<file path="src/hdl/bru_iq_pkg.sv">
package bru_iq_pkg;

	// --------------------
	// core widths

	parameter int LOG_PR_COUNT = 6;
	parameter int LOG_ROB_ENTRIES = 5;

	// writeback and register file banking
	parameter int LOG_PRF_BANK_COUNT = 2;
	parameter int PRF_BANK_COUNT = 4;

	// --------------------
	// field types

	typedef logic [LOG_PR_COUNT-1:0] pr_t;

	// tag carried on a writeback bus, bank bits stripped off
	typedef logic [LOG_PR_COUNT-LOG_PRF_BANK_COUNT-1:0] upper_pr_t;

	// low bits of a pr_t
	typedef logic [LOG_PRF_BANK_COUNT-1:0] bank_t;

	typedef logic [LOG_ROB_ENTRIES-1:0] rob_idx_t;
	typedef logic [31:0] pc_t;
	typedef logic [19:0] imm20_t;
	typedef logic [3:0] br_op_t;

endpackage

</file>
<file path="src/hdl/bru_iq_ifs.sv">
`timescale 1ns/1ps

// --------------------
// new op sources, entry store to wakeup

interface iq_alloc_if import bru_iq_pkg::*; #(
	parameter int IQ_ENTRIES = 8
) ();

	// one-hot slot being written this edge
	logic [IQ_ENTRIES-1:0] alloc;
	pr_t a_pr;
	pr_t b_pr;
	// already folded with unneeded-or-zero
	logic a_ready;
	logic b_ready;

	modport source (output alloc, a_pr, b_pr, a_ready, b_ready);
	modport sink (input alloc, a_pr, b_pr, a_ready, b_ready);

endinterface

// --------------------
// per-slot readiness, wakeup to select

interface iq_ready_if import bru_iq_pkg::*; #(
	parameter int IQ_ENTRIES = 8
) ();

	logic [IQ_ENTRIES-1:0] ready_a;
	logic [IQ_ENTRIES-1:0] ready_b;
	// same-cycle writeback hit
	logic [IQ_ENTRIES-1:0] wake_a;
	logic [IQ_ENTRIES-1:0] wake_b;
	pr_t [IQ_ENTRIES-1:0] a_pr;
	pr_t [IQ_ENTRIES-1:0] b_pr;

	modport source (output ready_a, ready_b, wake_a, wake_b, a_pr, b_pr);
	modport sink (input ready_a, ready_b, wake_a, wake_b, a_pr, b_pr);

endinterface

// --------------------
// slot state and payload, entry store to select

interface iq_entry_if import bru_iq_pkg::*; #(
	parameter int IQ_ENTRIES = 8
) ();

	logic [IQ_ENTRIES-1:0] valid;
	// age[i][j] set: slot i older than slot j
	logic [IQ_ENTRIES-1:0][IQ_ENTRIES-1:0] age;
	br_op_t [IQ_ENTRIES-1:0] op;
	pc_t [IQ_ENTRIES-1:0] pc;
	imm20_t [IQ_ENTRIES-1:0] imm20;
	pr_t [IQ_ENTRIES-1:0] dest_pr;
	rob_idx_t [IQ_ENTRIES-1:0] rob_index;
	logic [IQ_ENTRIES-1:0] a_unneeded;
	logic [IQ_ENTRIES-1:0] b_unneeded;

	modport source (output valid, age, op, pc, imm20, dest_pr, rob_index,
		a_unneeded, b_unneeded);
	modport sink (input valid, age, op, pc, imm20, dest_pr, rob_index,
		a_unneeded, b_unneeded);

endinterface

</file>
<file path="src/hdl/bru_iq_entry_store.sv">
`timescale 1ns/1ps

module bru_iq_entry_store import bru_iq_pkg::*; #(
	parameter int IQ_ENTRIES = 8
) (
	input logic CLK,
	input logic nRST,

	// enqueue
	input logic iq_enq_valid,
	input br_op_t iq_enq_op,
	input pc_t iq_enq_PC,
	input imm20_t iq_enq_imm20,
	input pr_t iq_enq_A_PR,
	input pr_t iq_enq_B_PR,
	input pr_t iq_enq_dest_PR,
	input logic iq_enq_A_ready,
	input logic iq_enq_A_unneeded_or_is_zero,
	input logic iq_enq_B_ready,
	input logic iq_enq_B_unneeded_or_is_zero,
	input rob_idx_t iq_enq_ROB_index,
	output logic iq_enq_ready,

	// from select
	input logic [IQ_ENTRIES-1:0] issue_grant,

	iq_alloc_if.source alloc,
	iq_entry_if.source entries
);

	logic [IQ_ENTRIES-1:0] valid_q;
	logic [IQ_ENTRIES-1:0][IQ_ENTRIES-1:0] age_q;
	logic [IQ_ENTRIES-1:0] free_onehot;
	logic [IQ_ENTRIES-1:0] alloc_vec;

	br_op_t [IQ_ENTRIES-1:0] op_q;
	pc_t [IQ_ENTRIES-1:0] pc_q;
	imm20_t [IQ_ENTRIES-1:0] imm20_q;
	pr_t [IQ_ENTRIES-1:0] dest_pr_q;
	rob_idx_t [IQ_ENTRIES-1:0] rob_index_q;
	logic [IQ_ENTRIES-1:0] a_unneeded_q;
	logic [IQ_ENTRIES-1:0] b_unneeded_q;

	// --------------------
	// allocation

	// lowest-numbered free slot wins
	always_comb begin
		free_onehot = '0;
		for (int i = IQ_ENTRIES - 1; i >= 0; i--) begin
			if (!valid_q[i]) begin
				free_onehot = '0;
				free_onehot[i] = 1'b1;
			end
		end
	end

	assign iq_enq_ready = ~&valid_q;
	assign alloc_vec = (iq_enq_valid && iq_enq_ready) ? free_onehot : '0;

	// sources handed to wakeup with unneeded folded in
	assign alloc.alloc = alloc_vec;
	assign alloc.a_pr = iq_enq_A_PR;
	assign alloc.b_pr = iq_enq_B_PR;
	assign alloc.a_ready = iq_enq_A_ready | iq_enq_A_unneeded_or_is_zero;
	assign alloc.b_ready = iq_enq_B_ready | iq_enq_B_unneeded_or_is_zero;

	// --------------------
	// valid bits and age order

	always_ff @(posedge CLK or negedge nRST) begin
		if (!nRST) begin
			valid_q <= '0;
			age_q <= '0;
		end else begin
			// granted slot is never the one just allocated
			valid_q <= (valid_q & ~issue_grant) | alloc_vec;
			for (int i = 0; i < IQ_ENTRIES; i++) begin
				if (alloc_vec[i]) begin
					// new op is younger than everyone
					age_q[i] <= '0;
				end else begin
					age_q[i] <= age_q[i] | alloc_vec;
				end
			end
		end
	end

	// payload
	always_ff @(posedge CLK) begin
		for (int i = 0; i < IQ_ENTRIES; i++) begin
			if (alloc_vec[i]) begin
				op_q[i] <= iq_enq_op;
				pc_q[i] <= iq_enq_PC;
				imm20_q[i] <= iq_enq_imm20;
				dest_pr_q[i] <= iq_enq_dest_PR;
				rob_index_q[i] <= iq_enq_ROB_index;
				a_unneeded_q[i] <= iq_enq_A_unneeded_or_is_zero;
				b_unneeded_q[i] <= iq_enq_B_unneeded_or_is_zero;
			end
		end
	end

	assign entries.valid = valid_q;
	assign entries.age = age_q;
	assign entries.op = op_q;
	assign entries.pc = pc_q;
	assign entries.imm20 = imm20_q;
	assign entries.dest_pr = dest_pr_q;
	assign entries.rob_index = rob_index_q;
	assign entries.a_unneeded = a_unneeded_q;
	assign entries.b_unneeded = b_unneeded_q;

endmodule

</file>
<file path="src/hdl/bru_iq_select.sv">
`timescale 1ns/1ps

module bru_iq_select import bru_iq_pkg::*; #(
	parameter int IQ_ENTRIES = 8
) (
	input logic CLK,
	input logic nRST,

	iq_entry_if.sink entries,
	iq_ready_if.sink ready,

	// pipeline feedback
	input logic issue_ready,

	output logic [IQ_ENTRIES-1:0] issue_grant,

	// pipeline issue
	output logic issue_valid,
	output br_op_t issue_op,
	output pc_t issue_PC,
	output imm20_t issue_imm20,
	output logic issue_A_forward,
	output logic issue_A_unneeded_or_is_zero,
	output bank_t issue_A_bank,
	output logic issue_B_forward,
	output logic issue_B_unneeded_or_is_zero,
	output bank_t issue_B_bank,
	output pr_t issue_dest_PR,
	output rob_idx_t issue_ROB_index,

	// register file read requests
	output logic PRF_req_A_valid,
	output pr_t PRF_req_A_PR,
	output logic PRF_req_B_valid,
	output pr_t PRF_req_B_PR
);

	localparam int IDX_W = $clog2(IQ_ENTRIES);

	logic [IQ_ENTRIES-1:0] cand;
	logic [IQ_ENTRIES-1:0] oldest;
	logic [IDX_W-1:0] sel_idx;
	logic any_grant;
	logic fwd_a;
	logic fwd_b;

	// --------------------
	// oldest ready pick

	assign cand = entries.valid
		& (ready.ready_a | ready.wake_a)
		& (ready.ready_b | ready.wake_b);

	// drop any candidate that some other candidate is older than
	always_comb begin
		for (int i = 0; i < IQ_ENTRIES; i++) begin
			oldest[i] = cand[i];
			for (int j = 0; j < IQ_ENTRIES; j++) begin
				if (j != i && cand[j] && entries.age[j][i]) begin
					oldest[i] = 1'b0;
				end
			end
		end
	end

	assign issue_grant = issue_ready ? oldest : '0;
	assign any_grant = |issue_grant;

	// index of the one-hot winner
	always_comb begin
		sel_idx = '0;
		for (int i = 0; i < IQ_ENTRIES; i++) begin
			if (oldest[i]) begin
				sel_idx = IDX_W'(i);
			end
		end
	end

	// woke this cycle, not yet latched as ready
	assign fwd_a = ready.wake_a[sel_idx] & ~ready.ready_a[sel_idx];
	assign fwd_b = ready.wake_b[sel_idx] & ~ready.ready_b[sel_idx];

	// --------------------
	// issue registers

	always_ff @(posedge CLK or negedge nRST) begin
		if (!nRST) begin
			issue_valid <= 1'b0;
			PRF_req_A_valid <= 1'b0;
			PRF_req_B_valid <= 1'b0;
		end else begin
			issue_valid <= any_grant;
			PRF_req_A_valid <= any_grant & ~fwd_a & ~entries.a_unneeded[sel_idx];
			PRF_req_B_valid <= any_grant & ~fwd_b & ~entries.b_unneeded[sel_idx];
		end
	end

	always_ff @(posedge CLK) begin
		if (any_grant) begin
			issue_op <= entries.op[sel_idx];
			issue_PC <= entries.pc[sel_idx];
			issue_imm20 <= entries.imm20[sel_idx];
			issue_A_forward <= fwd_a;
			issue_A_unneeded_or_is_zero <= entries.a_unneeded[sel_idx];
			issue_A_bank <= ready.a_pr[sel_idx][LOG_PRF_BANK_COUNT-1:0];
			issue_B_forward <= fwd_b;
			issue_B_unneeded_or_is_zero <= entries.b_unneeded[sel_idx];
			issue_B_bank <= ready.b_pr[sel_idx][LOG_PRF_BANK_COUNT-1:0];
			issue_dest_PR <= entries.dest_pr[sel_idx];
			issue_ROB_index <= entries.rob_index[sel_idx];
			PRF_req_A_PR <= ready.a_pr[sel_idx];
			PRF_req_B_PR <= ready.b_pr[sel_idx];
		end
	end

endmodule

</file>
<file path="src/hdl/bru_iq_top.sv">
`timescale 1ns/1ps

module bru_iq_top import bru_iq_pkg::*; #(
	parameter int IQ_ENTRIES = 8
) (
	input logic CLK,
	input logic nRST,

	// op enqueue
	input logic iq_enq_valid,
	input br_op_t iq_enq_op,
	input pc_t iq_enq_PC,
	input imm20_t iq_enq_imm20,
	input pr_t iq_enq_A_PR,
	input logic iq_enq_A_ready,
	input logic iq_enq_A_unneeded_or_is_zero,
	input pr_t iq_enq_B_PR,
	input logic iq_enq_B_ready,
	input logic iq_enq_B_unneeded_or_is_zero,
	input pr_t iq_enq_dest_PR,
	input rob_idx_t iq_enq_ROB_index,
	output logic iq_enq_ready,

	// writeback bus by bank
	input logic [PRF_BANK_COUNT-1:0] WB_bus_valid_by_bank,
	input upper_pr_t [PRF_BANK_COUNT-1:0] WB_bus_upper_PR_by_bank,

	// pipeline issue
	output logic issue_valid,
	output br_op_t issue_op,
	output pc_t issue_PC,
	output imm20_t issue_imm20,
	output logic issue_A_forward,
	output logic issue_A_unneeded_or_is_zero,
	output bank_t issue_A_bank,
	output logic issue_B_forward,
	output logic issue_B_unneeded_or_is_zero,
	output bank_t issue_B_bank,
	output pr_t issue_dest_PR,
	output rob_idx_t issue_ROB_index,
	input logic issue_ready,

	// register file read requests
	output logic PRF_req_A_valid,
	output pr_t PRF_req_A_PR,
	output logic PRF_req_B_valid,
	output pr_t PRF_req_B_PR
);

	logic [IQ_ENTRIES-1:0] issue_grant;

	iq_alloc_if #(.IQ_ENTRIES(IQ_ENTRIES)) u_alloc_if ();
	iq_ready_if #(.IQ_ENTRIES(IQ_ENTRIES)) u_ready_if ();
	iq_entry_if #(.IQ_ENTRIES(IQ_ENTRIES)) u_entry_if ();

	// payload and age order
	bru_iq_entry_store #(.IQ_ENTRIES(IQ_ENTRIES)) u_entry_store (
		.CLK(CLK),
		.nRST(nRST),
		.iq_enq_valid(iq_enq_valid),
		.iq_enq_op(iq_enq_op),
		.iq_enq_PC(iq_enq_PC),
		.iq_enq_imm20(iq_enq_imm20),
		.iq_enq_A_PR(iq_enq_A_PR),
		.iq_enq_B_PR(iq_enq_B_PR),
		.iq_enq_dest_PR(iq_enq_dest_PR),
		.iq_enq_A_ready(iq_enq_A_ready),
		.iq_enq_A_unneeded_or_is_zero(iq_enq_A_unneeded_or_is_zero),
		.iq_enq_B_ready(iq_enq_B_ready),
		.iq_enq_B_unneeded_or_is_zero(iq_enq_B_unneeded_or_is_zero),
		.iq_enq_ROB_index(iq_enq_ROB_index),
		.iq_enq_ready(iq_enq_ready),
		.issue_grant(issue_grant),
		.alloc(u_alloc_if.source),
		.entries(u_entry_if.source)
	);

	// operand readiness
	bru_iq_wakeup #(.IQ_ENTRIES(IQ_ENTRIES)) u_wakeup (
		.CLK(CLK),
		.nRST(nRST),
		.alloc(u_alloc_if.sink),
		.WB_bus_valid_by_bank(WB_bus_valid_by_bank),
		.WB_bus_upper_PR_by_bank(WB_bus_upper_PR_by_bank),
		.issue_grant(issue_grant),
		.ready(u_ready_if.source)
	);

	bru_iq_select #(.IQ_ENTRIES(IQ_ENTRIES)) u_select (
		.CLK(CLK),
		.nRST(nRST),
		.entries(u_entry_if.sink),
		.ready(u_ready_if.sink),
		.issue_ready(issue_ready),
		.issue_grant(issue_grant),
		.issue_valid(issue_valid),
		.issue_op(issue_op),
		.issue_PC(issue_PC),
		.issue_imm20(issue_imm20),
		.issue_A_forward(issue_A_forward),
		.issue_A_unneeded_or_is_zero(issue_A_unneeded_or_is_zero),
		.issue_A_bank(issue_A_bank),
		.issue_B_forward(issue_B_forward),
		.issue_B_unneeded_or_is_zero(issue_B_unneeded_or_is_zero),
		.issue_B_bank(issue_B_bank),
		.issue_dest_PR(issue_dest_PR),
		.issue_ROB_index(issue_ROB_index),
		.PRF_req_A_valid(PRF_req_A_valid),
		.PRF_req_A_PR(PRF_req_A_PR),
		.PRF_req_B_valid(PRF_req_B_valid),
		.PRF_req_B_PR(PRF_req_B_PR)
	);

endmodule

</file>
<file path="src/hdl/bru_iq_wakeup.sv">
`timescale 1ns/1ps

module bru_iq_wakeup import bru_iq_pkg::*; #(
	parameter int IQ_ENTRIES = 8
) (
	input logic CLK,
	input logic nRST,

	iq_alloc_if.sink alloc,

	// writeback bus by bank
	input logic [PRF_BANK_COUNT-1:0] WB_bus_valid_by_bank,
	input upper_pr_t [PRF_BANK_COUNT-1:0] WB_bus_upper_PR_by_bank,

	input logic [IQ_ENTRIES-1:0] issue_grant,

	iq_ready_if.source ready
);

	pr_t [IQ_ENTRIES-1:0] a_pr_q;
	pr_t [IQ_ENTRIES-1:0] b_pr_q;
	logic [IQ_ENTRIES-1:0] ready_a_q;
	logic [IQ_ENTRIES-1:0] ready_b_q;
	logic [IQ_ENTRIES-1:0] wake_a;
	logic [IQ_ENTRIES-1:0] wake_b;
	logic alloc_wake_a;
	logic alloc_wake_b;

	// bank select in the low bits and the bus tag in the rest
	function automatic logic wb_hit(input pr_t pr);
		bank_t bank;
		bank = pr[LOG_PRF_BANK_COUNT-1:0];
		return WB_bus_valid_by_bank[bank]
			&& (WB_bus_upper_PR_by_bank[bank] == pr[LOG_PR_COUNT-1:LOG_PRF_BANK_COUNT]);
	endfunction

	// --------------------
	// tag compare

	always_comb begin
		for (int i = 0; i < IQ_ENTRIES; i++) begin
			wake_a[i] = wb_hit(a_pr_q[i]);
			wake_b[i] = wb_hit(b_pr_q[i]);
		end
		// catch a writeback landing in the enqueue cycle too
		alloc_wake_a = wb_hit(alloc.a_pr);
		alloc_wake_b = wb_hit(alloc.b_pr);
	end

	// --------------------
	// ready bits

	always_ff @(posedge CLK or negedge nRST) begin
		if (!nRST) begin
			ready_a_q <= '0;
			ready_b_q <= '0;
		end else begin
			for (int i = 0; i < IQ_ENTRIES; i++) begin
				if (alloc.alloc[i]) begin
					ready_a_q[i] <= alloc.a_ready | alloc_wake_a;
					ready_b_q[i] <= alloc.b_ready | alloc_wake_b;
				end else if (issue_grant[i]) begin
					ready_a_q[i] <= 1'b0;
					ready_b_q[i] <= 1'b0;
				end else begin
					ready_a_q[i] <= ready_a_q[i] | wake_a[i];
					ready_b_q[i] <= ready_b_q[i] | wake_b[i];
				end
			end
		end
	end

	// source register numbers
	always_ff @(posedge CLK) begin
		for (int i = 0; i < IQ_ENTRIES; i++) begin
			if (alloc.alloc[i]) begin
				a_pr_q[i] <= alloc.a_pr;
				b_pr_q[i] <= alloc.b_pr;
			end
		end
	end

	assign ready.ready_a = ready_a_q;
	assign ready.ready_b = ready_b_q;
	assign ready.wake_a = wake_a;
	assign ready.wake_b = wake_b;
	assign ready.a_pr = a_pr_q;
	assign ready.b_pr = b_pr_q;

endmodule

</file>
<file path="config.mk">
export PLATFORM = sky130hd
export DESIGN_NAME = bru_iq_top
export DESIGN_NICKNAME = d
export VERILOG_FILES = /design/src/hdl/bru_iq_pkg.sv /design/src/hdl/bru_iq_ifs.sv /design/src/hdl/bru_iq_entry_store.sv /design/src/hdl/bru_iq_select.sv /design/src/hdl/bru_iq_top.sv /design/src/hdl/bru_iq_wakeup.sv
export SDC_FILE = /design/constraint.sdc
export NUM_CORES = 1
export LEC_CHECK = 0
export BUFFER_PORTS_ARGS = -buffer_cell sky130_fd_sc_hd__buf_2
export CAP_MARGIN = 5
export CORE_MARGIN = 2
export CORE_UTILIZATION = 55
export DETAILED_ROUTE_END_ITERATION = 10
export PLACE_DENSITY = 0.73
export SYNTH_ARGS = -nofsm -noshare
export SYNTH_HDL_FRONTEND = slang
export SYNTH_SLANG_ARGS = --single-unit
</file>
<file path="constraint.sdc">
create_clock -name CLK -period 10.5 [get_ports CLK]
set_input_delay 3.15 -clock CLK [delete_from_list [all_inputs] [get_ports CLK]]
set_output_delay 3.15 -clock CLK [all_outputs]
set_load 0.1 [all_outputs]
</file>
### Yosys cells after proc, flatten, opt, wreduce, memory -nomap -nowiden

Cells that the tools add are included.

| word-level totals | value |
|---|---|
| register bits | 826 |
| latch bits | 0 |
| RAM bits | 0 |
| ROM bits | 0 |
| bits of input ports | 107 |
| output and inout bits | 91 |
| memories | 0 |

| cells by class | value |
|---|---|
| $add $sub $neg | 0 |
| multiply operators | 0 |
| div/mod/pow operators | 0 |
| order comparisons | 19 |
| equal/unequal tests | 18 |
| shift operators | 0 |
| multiplexer cells | 211 |
| bitwise gates (word level) | 47 |
| reductions and logical operators | 78 |

Operator list:

| kind | count |
|---|---|
| 4-bit binary-select mux with 2-bit select | 18 |
| 8-bit 2-to-1 mux | 18 |
| 1-bit 2-to-1 mux | 113 |
| 32-bit binary-select mux with 3-bit select | 1 |
| 8-bit bitwise OR | 11 |
| 4-bit 2-to-1 mux | 19 |
| 1-bit logical AND | 75 |
| 4-bit == test | 18 |
| 20-bit binary-select mux with 3-bit select | 1 |
| 6-bit binary-select mux with 3-bit select | 3 |
| 2-bit by 3-bit < comparator with 1-bit output, second input constant | 18 |
| 1-bit binary-select mux with 2-bit select | 18 |
| 32-bit 2-to-1 mux | 1 |
| 8-bit AND | 3 |
| 20-bit 2-to-1 mux | 1 |
| 1-bit bitwise OR | 20 |
| 1-bit binary-select mux with 3-bit select | 6 |
| 3-bit 2-to-1 mux | 6 |
| 6-bit 2-to-1 mux | 3 |
| 5-bit binary-select mux with 3-bit select | 1 |
| 4-bit binary-select mux with 3-bit select | 1 |
| 8-bit inverter | 1 |
| 8-bit AND reduction | 1 |
| 8-bit OR reduction | 1 |
| 5 further kinds | 15 |

### Depth between registers and ports, before layout

| logic depth | value |
|---|---|
| depth in word-level cells | 29 |
| gate-level depth with buffers | 18 |

### Hierarchy

Synthesis repeated with hierarchy kept, for this count alone.

| unflattened totals | value |
|---|---|
| cells, all modules | 2302 |
| area total of the unflattened synthesis | 35491.5 sq um |

By module, submodules not included:

| module | times used | cells each | area an instance (sq um) | seq. area each (sq um) |
|---|---|---|---|---|
| bru_iq_entry_store | 1 | 784 | 19354.8 | 18377.6 |
| bru_iq_select | 1 | 1042 | 9115.0 | 2567.5 |
| bru_iq_wakeup | 1 | 476 | 7021.7 | 3283.1 |

### Worst setup path after synthesis

OpenSTA, ideal clock, no wires.

| path | value |
|---|---|
| kind | input port to flip-flop |
| start point | input port WB_bus_upper_PR_by_bank[0] (netlist name) |
| end point | register u_select.PRF_req_B_valid |
| library setup time | 0.097 ns |
| data arrival time | 8.289 ns |
| setup slack | 2.114 ns |
| cell stages on the path | 14 |
| cells stage by stage | buf_6 -> xor2_1 -> or3_4 -> a2111oi_4 -> o21ai_1 -> a221oi_4 -> or4b_4 -> or3_4 -> nand4_1 -> buf_2 -> o41ai_1 -> nand2_1 -> o21ai_0 -> a211oi_1 |

| between the ends | value |
|---|---|
| elaborated cells between the ends (all ways) | 201 |
| classes of those cells | 16 x eq/ne; 102 x mux; 10 x bitwise; 73 x reduce/logical |

RTL lines:

| item | line | source |
|---|---|---|
| from (decl) | bru_iq_top.sv:26 | `input upper_pr_t [PRF_BANK_COUNT-1:0] WB_bus_upper_PR_by_bank,` |
| 4-bit binary-select mux with 2-bit select | bru_iq_wakeup.sv:34 | `&& (WB_bus_upper_PR_by_bank[bank] == pr[LOG_PR_COUNT-1:LOG_PRF_BANK_COUNT]);` |
| 4-bit 2-to-1 mux (not written as such) | bru_iq_wakeup.sv:34 |  |
| 4-bit == test | bru_iq_wakeup.sv:34 |  |
| 1-bit logical AND | bru_iq_wakeup.sv:34 |  |
| 8-bit bitwise OR | bru_iq_select.sv:51 | `& (ready.ready_a \| ready.wake_a)` |
| 8-bit AND | bru_iq_select.sv:51 |  |
| 8-bit AND (*) | bru_iq_select.sv:52 | `& (ready.ready_b \| ready.wake_b);` |
| 1-bit logical AND | bru_iq_select.sv:59 | `if (j != i && cand[j] && entries.age[j][i]) begin` |
| 1-bit 2-to-1 mux (7 in series) | bru_iq_select.sv:59 |  |
| 8-bit 2-to-1 mux (*) | bru_iq_select.sv:66 | `assign issue_grant = issue_ready ? oldest : '0;` |
| 8-bit OR reduction (*) | bru_iq_select.sv:67 | `assign any_grant = \|issue_grant;` |
| net u_select.any_grant | bru_iq_select.sv:43 | `logic any_grant;` |
| 1-bit AND (*) (2 in series) | bru_iq_select.sv:94 | `PRF_req_B_valid <= any_grant & ~fwd_b & ~entries.b_unneeded[sel_idx];` |
| to (signal assigned) | bru_iq_select.sv:94 |  |
| to (decl) | bru_iq_select.sv:34 | `output logic PRF_req_B_valid,` |

Mark *: on every way through the listed nets, which the timed path passes. The rest lies on a longest branch. The select of a mux whose other input is x is not followed.
A chain may end at the register's enable or synchronous reset.

### Worst setup path in the final report

| path | value |
|---|---|
| start point | input port WB_bus_upper_PR_by_bank[15] (netlist name) |
| end point | register u_select.issue_PC[9] (data pin) |

| between the ends | value |
|---|---|
| cells in the longest elaborated chain, start to end | 24 |
| elaborated cells between the ends (all ways) | 175 |
| classes of those cells | 16 x eq/ne; 90 x mux; 4 x bitwise; 65 x reduce/logical |

Ends and longest elaborated chain:

| item | line | source |
|---|---|---|
| 4-bit binary-select mux with 2-bit select | bru_iq_wakeup.sv:34 |  |
| 4-bit 2-to-1 mux (not written as such) | bru_iq_wakeup.sv:34 |  |
| 4-bit == test | bru_iq_wakeup.sv:34 |  |
| 1-bit logical AND | bru_iq_wakeup.sv:34 |  |
| 8-bit bitwise OR | bru_iq_select.sv:51 |  |
| 8-bit AND | bru_iq_select.sv:51 |  |
| 8-bit AND (*) | bru_iq_select.sv:52 |  |
| 1-bit logical AND | bru_iq_select.sv:59 |  |
| 1-bit 2-to-1 mux (7 in series) | bru_iq_select.sv:59 |  |
| 1-bit 2-to-1 mux | bru_iq_select.sv:73 | `if (oldest[i]) begin` |
| 3-bit 2-to-1 mux (5 in series) | bru_iq_select.sv:73 |  |
| 3-bit 2-to-1 mux (*) | bru_iq_select.sv:73 |  |
| 32-bit binary-select mux with 3-bit select (*) | bru_iq_select.sv:101 | `issue_PC <= entries.pc[sel_idx];` |
| 32-bit 2-to-1 mux (not written as such) (*) | bru_iq_select.sv:101 |  |
| to (signal assigned) | bru_iq_select.sv:101 |  |
| to (decl) | bru_iq_select.sv:20 | `output pc_t issue_PC,` |

Every way passes the cells marked *; elsewhere a longest branch is shown, timed or not. The select of a mux whose other input is x is not followed.

==> impl_metrics.csv <==
group,metric,value,unit
run_status,status,"complete, no violations",
yosys,synth-edff-count,731,
cells_and_area,area_growth,11.9,%
yosys,synth_warnings,0,
floorplan,core,64100,um^2
cells_and_area,drive_gt1_share,21.3,%
route,vias_per_cell,6.29,
floorplan,io_pins,198,
route,wl,87.4,mm
timing,hold_slack,0.498,ns
yosys,synth_xor_area_share,3.13,%
placement,dp_hpwl,49.5,mm
yosys,synth_simple_gate_area_share,3.49,%
route,drt-initial-drc-count,2532,
cells_and_area,n_fill_cell,4579,
yosys,syn-num-nets,2266,
timing,skew,0.0202,ns
critical_path,cp.arrival,8.45,ns
critical_path,crit_chain,"buf_2, mux2i_1, xor2_1, and3_1, o211ai_1, a221oi_4, a2111oi_0, nand4_1, a211o_1, a21oi_4, and2_4, buf_4, a222oi_1, mux2i_1",
critical_path,path_class,"input port to flop",
yosys,yosysUniqueCellTypes,77,
yosys,synthAdderAreaFrac,0,%
critical_path,slowest_stage,"and2_4",
pwr,leakage,13.8,nW
hold_path,holdPathStages,2,
global_routing,grtUsageTotal,26.1,%
yosys,synth-compound-area-share,5.96,%
timing,period_needed,7.98,ns
critical_path,start_kind,"input port",
timing,tightestPinTransition,1.11,ns
yosys,async_flop_share,10.2,%
route,drcViolationCount,0,
yosys,yosysSeqAreaShare,67.7,%
global_routing,grt_pass1_wl,130,mm
critical_path,critPathBufInv,2,
job,max-cap-violations,0,
route,routedWlPerCell,26.9,um
timing,hold_viol,0,
timing,setup-violations-final,0,
clocking,hold_buffers,0,
route,drtPass1Iterations,8,
critical_path,cpLargestDelayFamily,"compound AO/OA/AOI/OAI gates",
cells_and_area,layout.nets,2426,
floorplan,placementRows,93,
clocking,cts.clk_slew.worst_paths,0.05,ns
global_routing,grt_max_degree,101,
placement,gp_congestion,0.908,
global_routing,overflow,0,
floorplan,die_area,66600,um^2
critical_path,reg2regPathDepth,13,
clocking,numCtsBuffers,86,
clocking,cts_tree,"done",
yosys,syn_inst,2159,
clocking,cts_sinks,814,
clocking,htree_levels,3,
critical_path,crit_top_cell,"mux2i_1",
floorplan,fp.dieH,258,um
yosys,synth.area.mux_share,16.5,%
clocking,postCtsSetupRepairBufs,0,
route,num_vias,20420,
critical_path,crit_required,10.97,ns
clocking,cts_root_buffer,"clkbuf_16",
placement,io_buffer_count,197,
timing,fmax,125,MHz
critical_path,crit_path_max_fanout,66,
timing,grt_setup_unrepaired,"no",
timing,post-route-period-util,76.0,%
critical_path,cp_num_cells,14,
timing,fin_tns_setup,0,ns
global_routing,grt_pass1_vias,20840,
clocking,clk_path_buf_depth,3,
yosys,synth_top_family_by_area,"multiplexers",
clocking,cts_resized,0,
route,ant_nets,0,
yosys,ys_ff_latch,814,
critical_path,crit_path_max_incr_delay,0.87,ns
global_routing,antenna_found_initial,12,
yosys,syn_area_per_cell,16.4,um^2
floorplan,start_util,55.4,%
hold_path,hp-class,"flop to flop",
yosys,ys.flop_type,"edfxtp_1",
timing,slew_violations,0,
yosys,synth_area,35500,um^2
timing,relSlewSlack,26.0,%
pwr,power_density,348,nW/um^2
floorplan,die_w,258,um
critical_path,endpoint_kind,"flop",
pwr,vdd_drop_max,0.380,mV
clocking,worst_skew_pair.late_latency,0.64,ns
==> cells in the mapped netlist (3+ instances only) <==
library cell | n | area, um^2
a2111oi_0 | 11 | 96.3
a211oi_1 | 10 | 75.1
a211oi_2 | 3 | 37.5
a21o_1 | 7 | 52.6
a21oi_1 | 13 | 65.1
a221oi_1 | 4 | 35.0
a222oi_1 | 80 | 801
a22o_1 | 13 | 114
a22oi_1 | 8 | 60.1
and2_1 | 5 | 31.3
and3_1 | 9 | 56.3
and4_1 | 8 | 70.1
buf_12 | 10 | 200
buf_2 | 62 | 310
buf_4 | 15 | 113
buf_6 | 12 | 135
clkbuf_1 | 49 | 184
clkbuf_4 | 6 | 45.0
dfrtp_1 | 83 | 2080
edfxtp_1 | 731 | 22000
inv_1 | 37 | 139
mux2_1 | 76 | 856
mux2_2 | 91 | 1020
mux2i_1 | 320 | 3200
mux4_2 | 34 | 766
nand2_1 | 55 | 206
nand2b_1 | 5 | 31.3
nand3_1 | 10 | 50.1
nand4_1 | 9 | 56.3
nor2_1 | 126 | 473
nor2b_1 | 3 | 18.8
nor3_1 | 12 | 60.1
nor4_1 | 3 | 18.8
o211ai_1 | 11 | 82.6
o21ai_0 | 16 | 80.1
o21ai_1 | 4 | 20.0
o21bai_1 | 3 | 22.5
o221ai_1 | 4 | 35.0
o32a_1 | 3 | 30.0
o32ai_1 | 14 | 123
o41ai_1 | 7 | 61.3
xnor2_1 | 69 | 604
xor2_1 | 58 | 508
==> cells by family (layout without fill, tap and decap cells) <==
kind of cell	Yosys count	in the layout
DFF	814	814
muxes	522	522
xor gates and xnor gates	127	127
AOI/OAI and AO/OA	239	239
buffers and inverters	195	421
other	0	5
and+or+nand+nor	262	262
==> per-layer routing <==
layer  share of wire (%)  up-vias  track usage [%]
li1                    -     8827                -
met4                 2.8       10             9.79
met5               0.079        -                0
met3                 8.4      168             4.66
met2                  49     1024             43.2
met1                  40    10391             34.7
==> worst register-to-register path, cell delays in order, from the launching register on <==
cell and delay [ns]:
edfxtp_1 0.66, mux2i_1 0.29, xor2_1 0.11, and3_1 0.18
o211ai_1 0.69, a221oi_4 0.27, a2111oi_0 0.76, nand4_1 0.29
a211o_1 0.47, a21oi_4 0.21, and2_4 0.87, buf_4 0.41
a222oi_1 0.15, mux2i_1 0.19
==> through the flow <==
step / utilization (%) / std cells / total power, mW / worst slack [ns] / cell area [um^2]
final: 62.0 / 3245 / 13.8 / 2.52 / 39700
after global routing: 62.0 / 3243 / 14.4 / 2.44 / 39700
after CTS: 61.9 / 3240 / 13.9 / 2.69 / 39700
after detailed placement: 57.7 / 3086 / 10.9 / 2.10 / 37000
after global placement: 57.7 / 3086 / 10.8 / 2.16 / 37000
after floorplan: - / 2159 / 9.65 / 2.11 / 35500
==> sequential cells by signal, indices dropped and copies added, names as in the netlist, 4 cells and up <==
| register | count |
|---|---|
| u_select.issue_ROB_index | 5 |
| u_entry_store.entries.pc | 256 |
| u_wakeup.ready.b_pr | 48 |
| u_entry_store.entries.imm20 | 160 |
| u_entry_store.entries.rob_index | 40 |
| u_wakeup.ready.ready_b | 8 |
| u_entry_store.entries.op | 32 |
| u_select.issue_op | 4 |
| u_select.PRF_req_B_PR | 6 |
| u_entry_store.entries.valid | 8 |
| u_select.issue_dest_PR | 6 |
| u_select.PRF_req_A_PR | 6 |
| u_entry_store.entries.a_unneeded | 8 |
| u_wakeup.ready.ready_a | 8 |
| u_entry_store.entries.age | 56 |
| u_entry_store.entries.dest_pr | 48 |
| u_select.issue_imm20 | 20 |
| u_wakeup.ready.a_pr | 48 |
| u_select.issue_PC | 32 |
| u_entry_store.entries.b_unneeded | 8 |
==> area by class of cell <==
type	instances	area (um^2)	area share [%]
inverters	38	145	0.365
clock buffers	117	2390	6.01
repair buffers	229	1290	3.25
flip-flops and latches	814	24000	60.5
well taps	855	1070	2.69
clock inverters	37	350	0.882
multi-input cells	1150	10400	26.3
diodes	5	12.5	0.0315
==> worst paths after layout <==
path,to,start,slack [ns]
max,u_select.issue_PC[9],WB_bus_upper_PR_by_bank[15],2.52
min,u_entry_store.entries.age[4],u_entry_store.entries.age[4],0.50
max reg2reg,u_select.issue_PC[9],u_wakeup.ready.b_pr[31],4.78
min reg2reg,u_entry_store.entries.age[4],u_entry_store.entries.age[4],0.50
max in group asynchronous,u_wakeup.ready.ready_b[0],nRST,6.96
min in group asynchronous,u_select.issue_valid,nRST,2.38
==> where the power goes <==
group	switching, mW	internal (mW)
clock	1.25	1.70
combinational	4.14	2.01
sequential	0.306	4.42
==> placed cells by master, fill, tap and decap left out, types with 7 or more instances in the layout <==
cell / instances
a2111oi_0: 11
buf_2: 196
a21o_1: 7
buf_4: 28
nand3_1: 9
o32ai_1: 14
inv_1: 36
a22o_1: 13
o211ai_1: 11
mux2_1: 76
a222oi_1: 80
a211oi_1: 10
mux4_2: 34
xnor2_1: 69
clkbuf_16: 87
nand4_1: 9
and3_1: 9
clkbuf_1: 20
a22oi_1: 8
mux2_2: 91
o21ai_0: 16
dfrtp_1: 83
and4_1: 8
o41ai_1: 7
nand2_1: 54
nor2_1: 123
a21oi_1: 12
clkbuf_8: 10
clkinv_1: 16
nor3_1: 9
xor2_1: 58
mux2i_1: 320
edfxtp_1: 731
(Power assumes the default switching activity.)
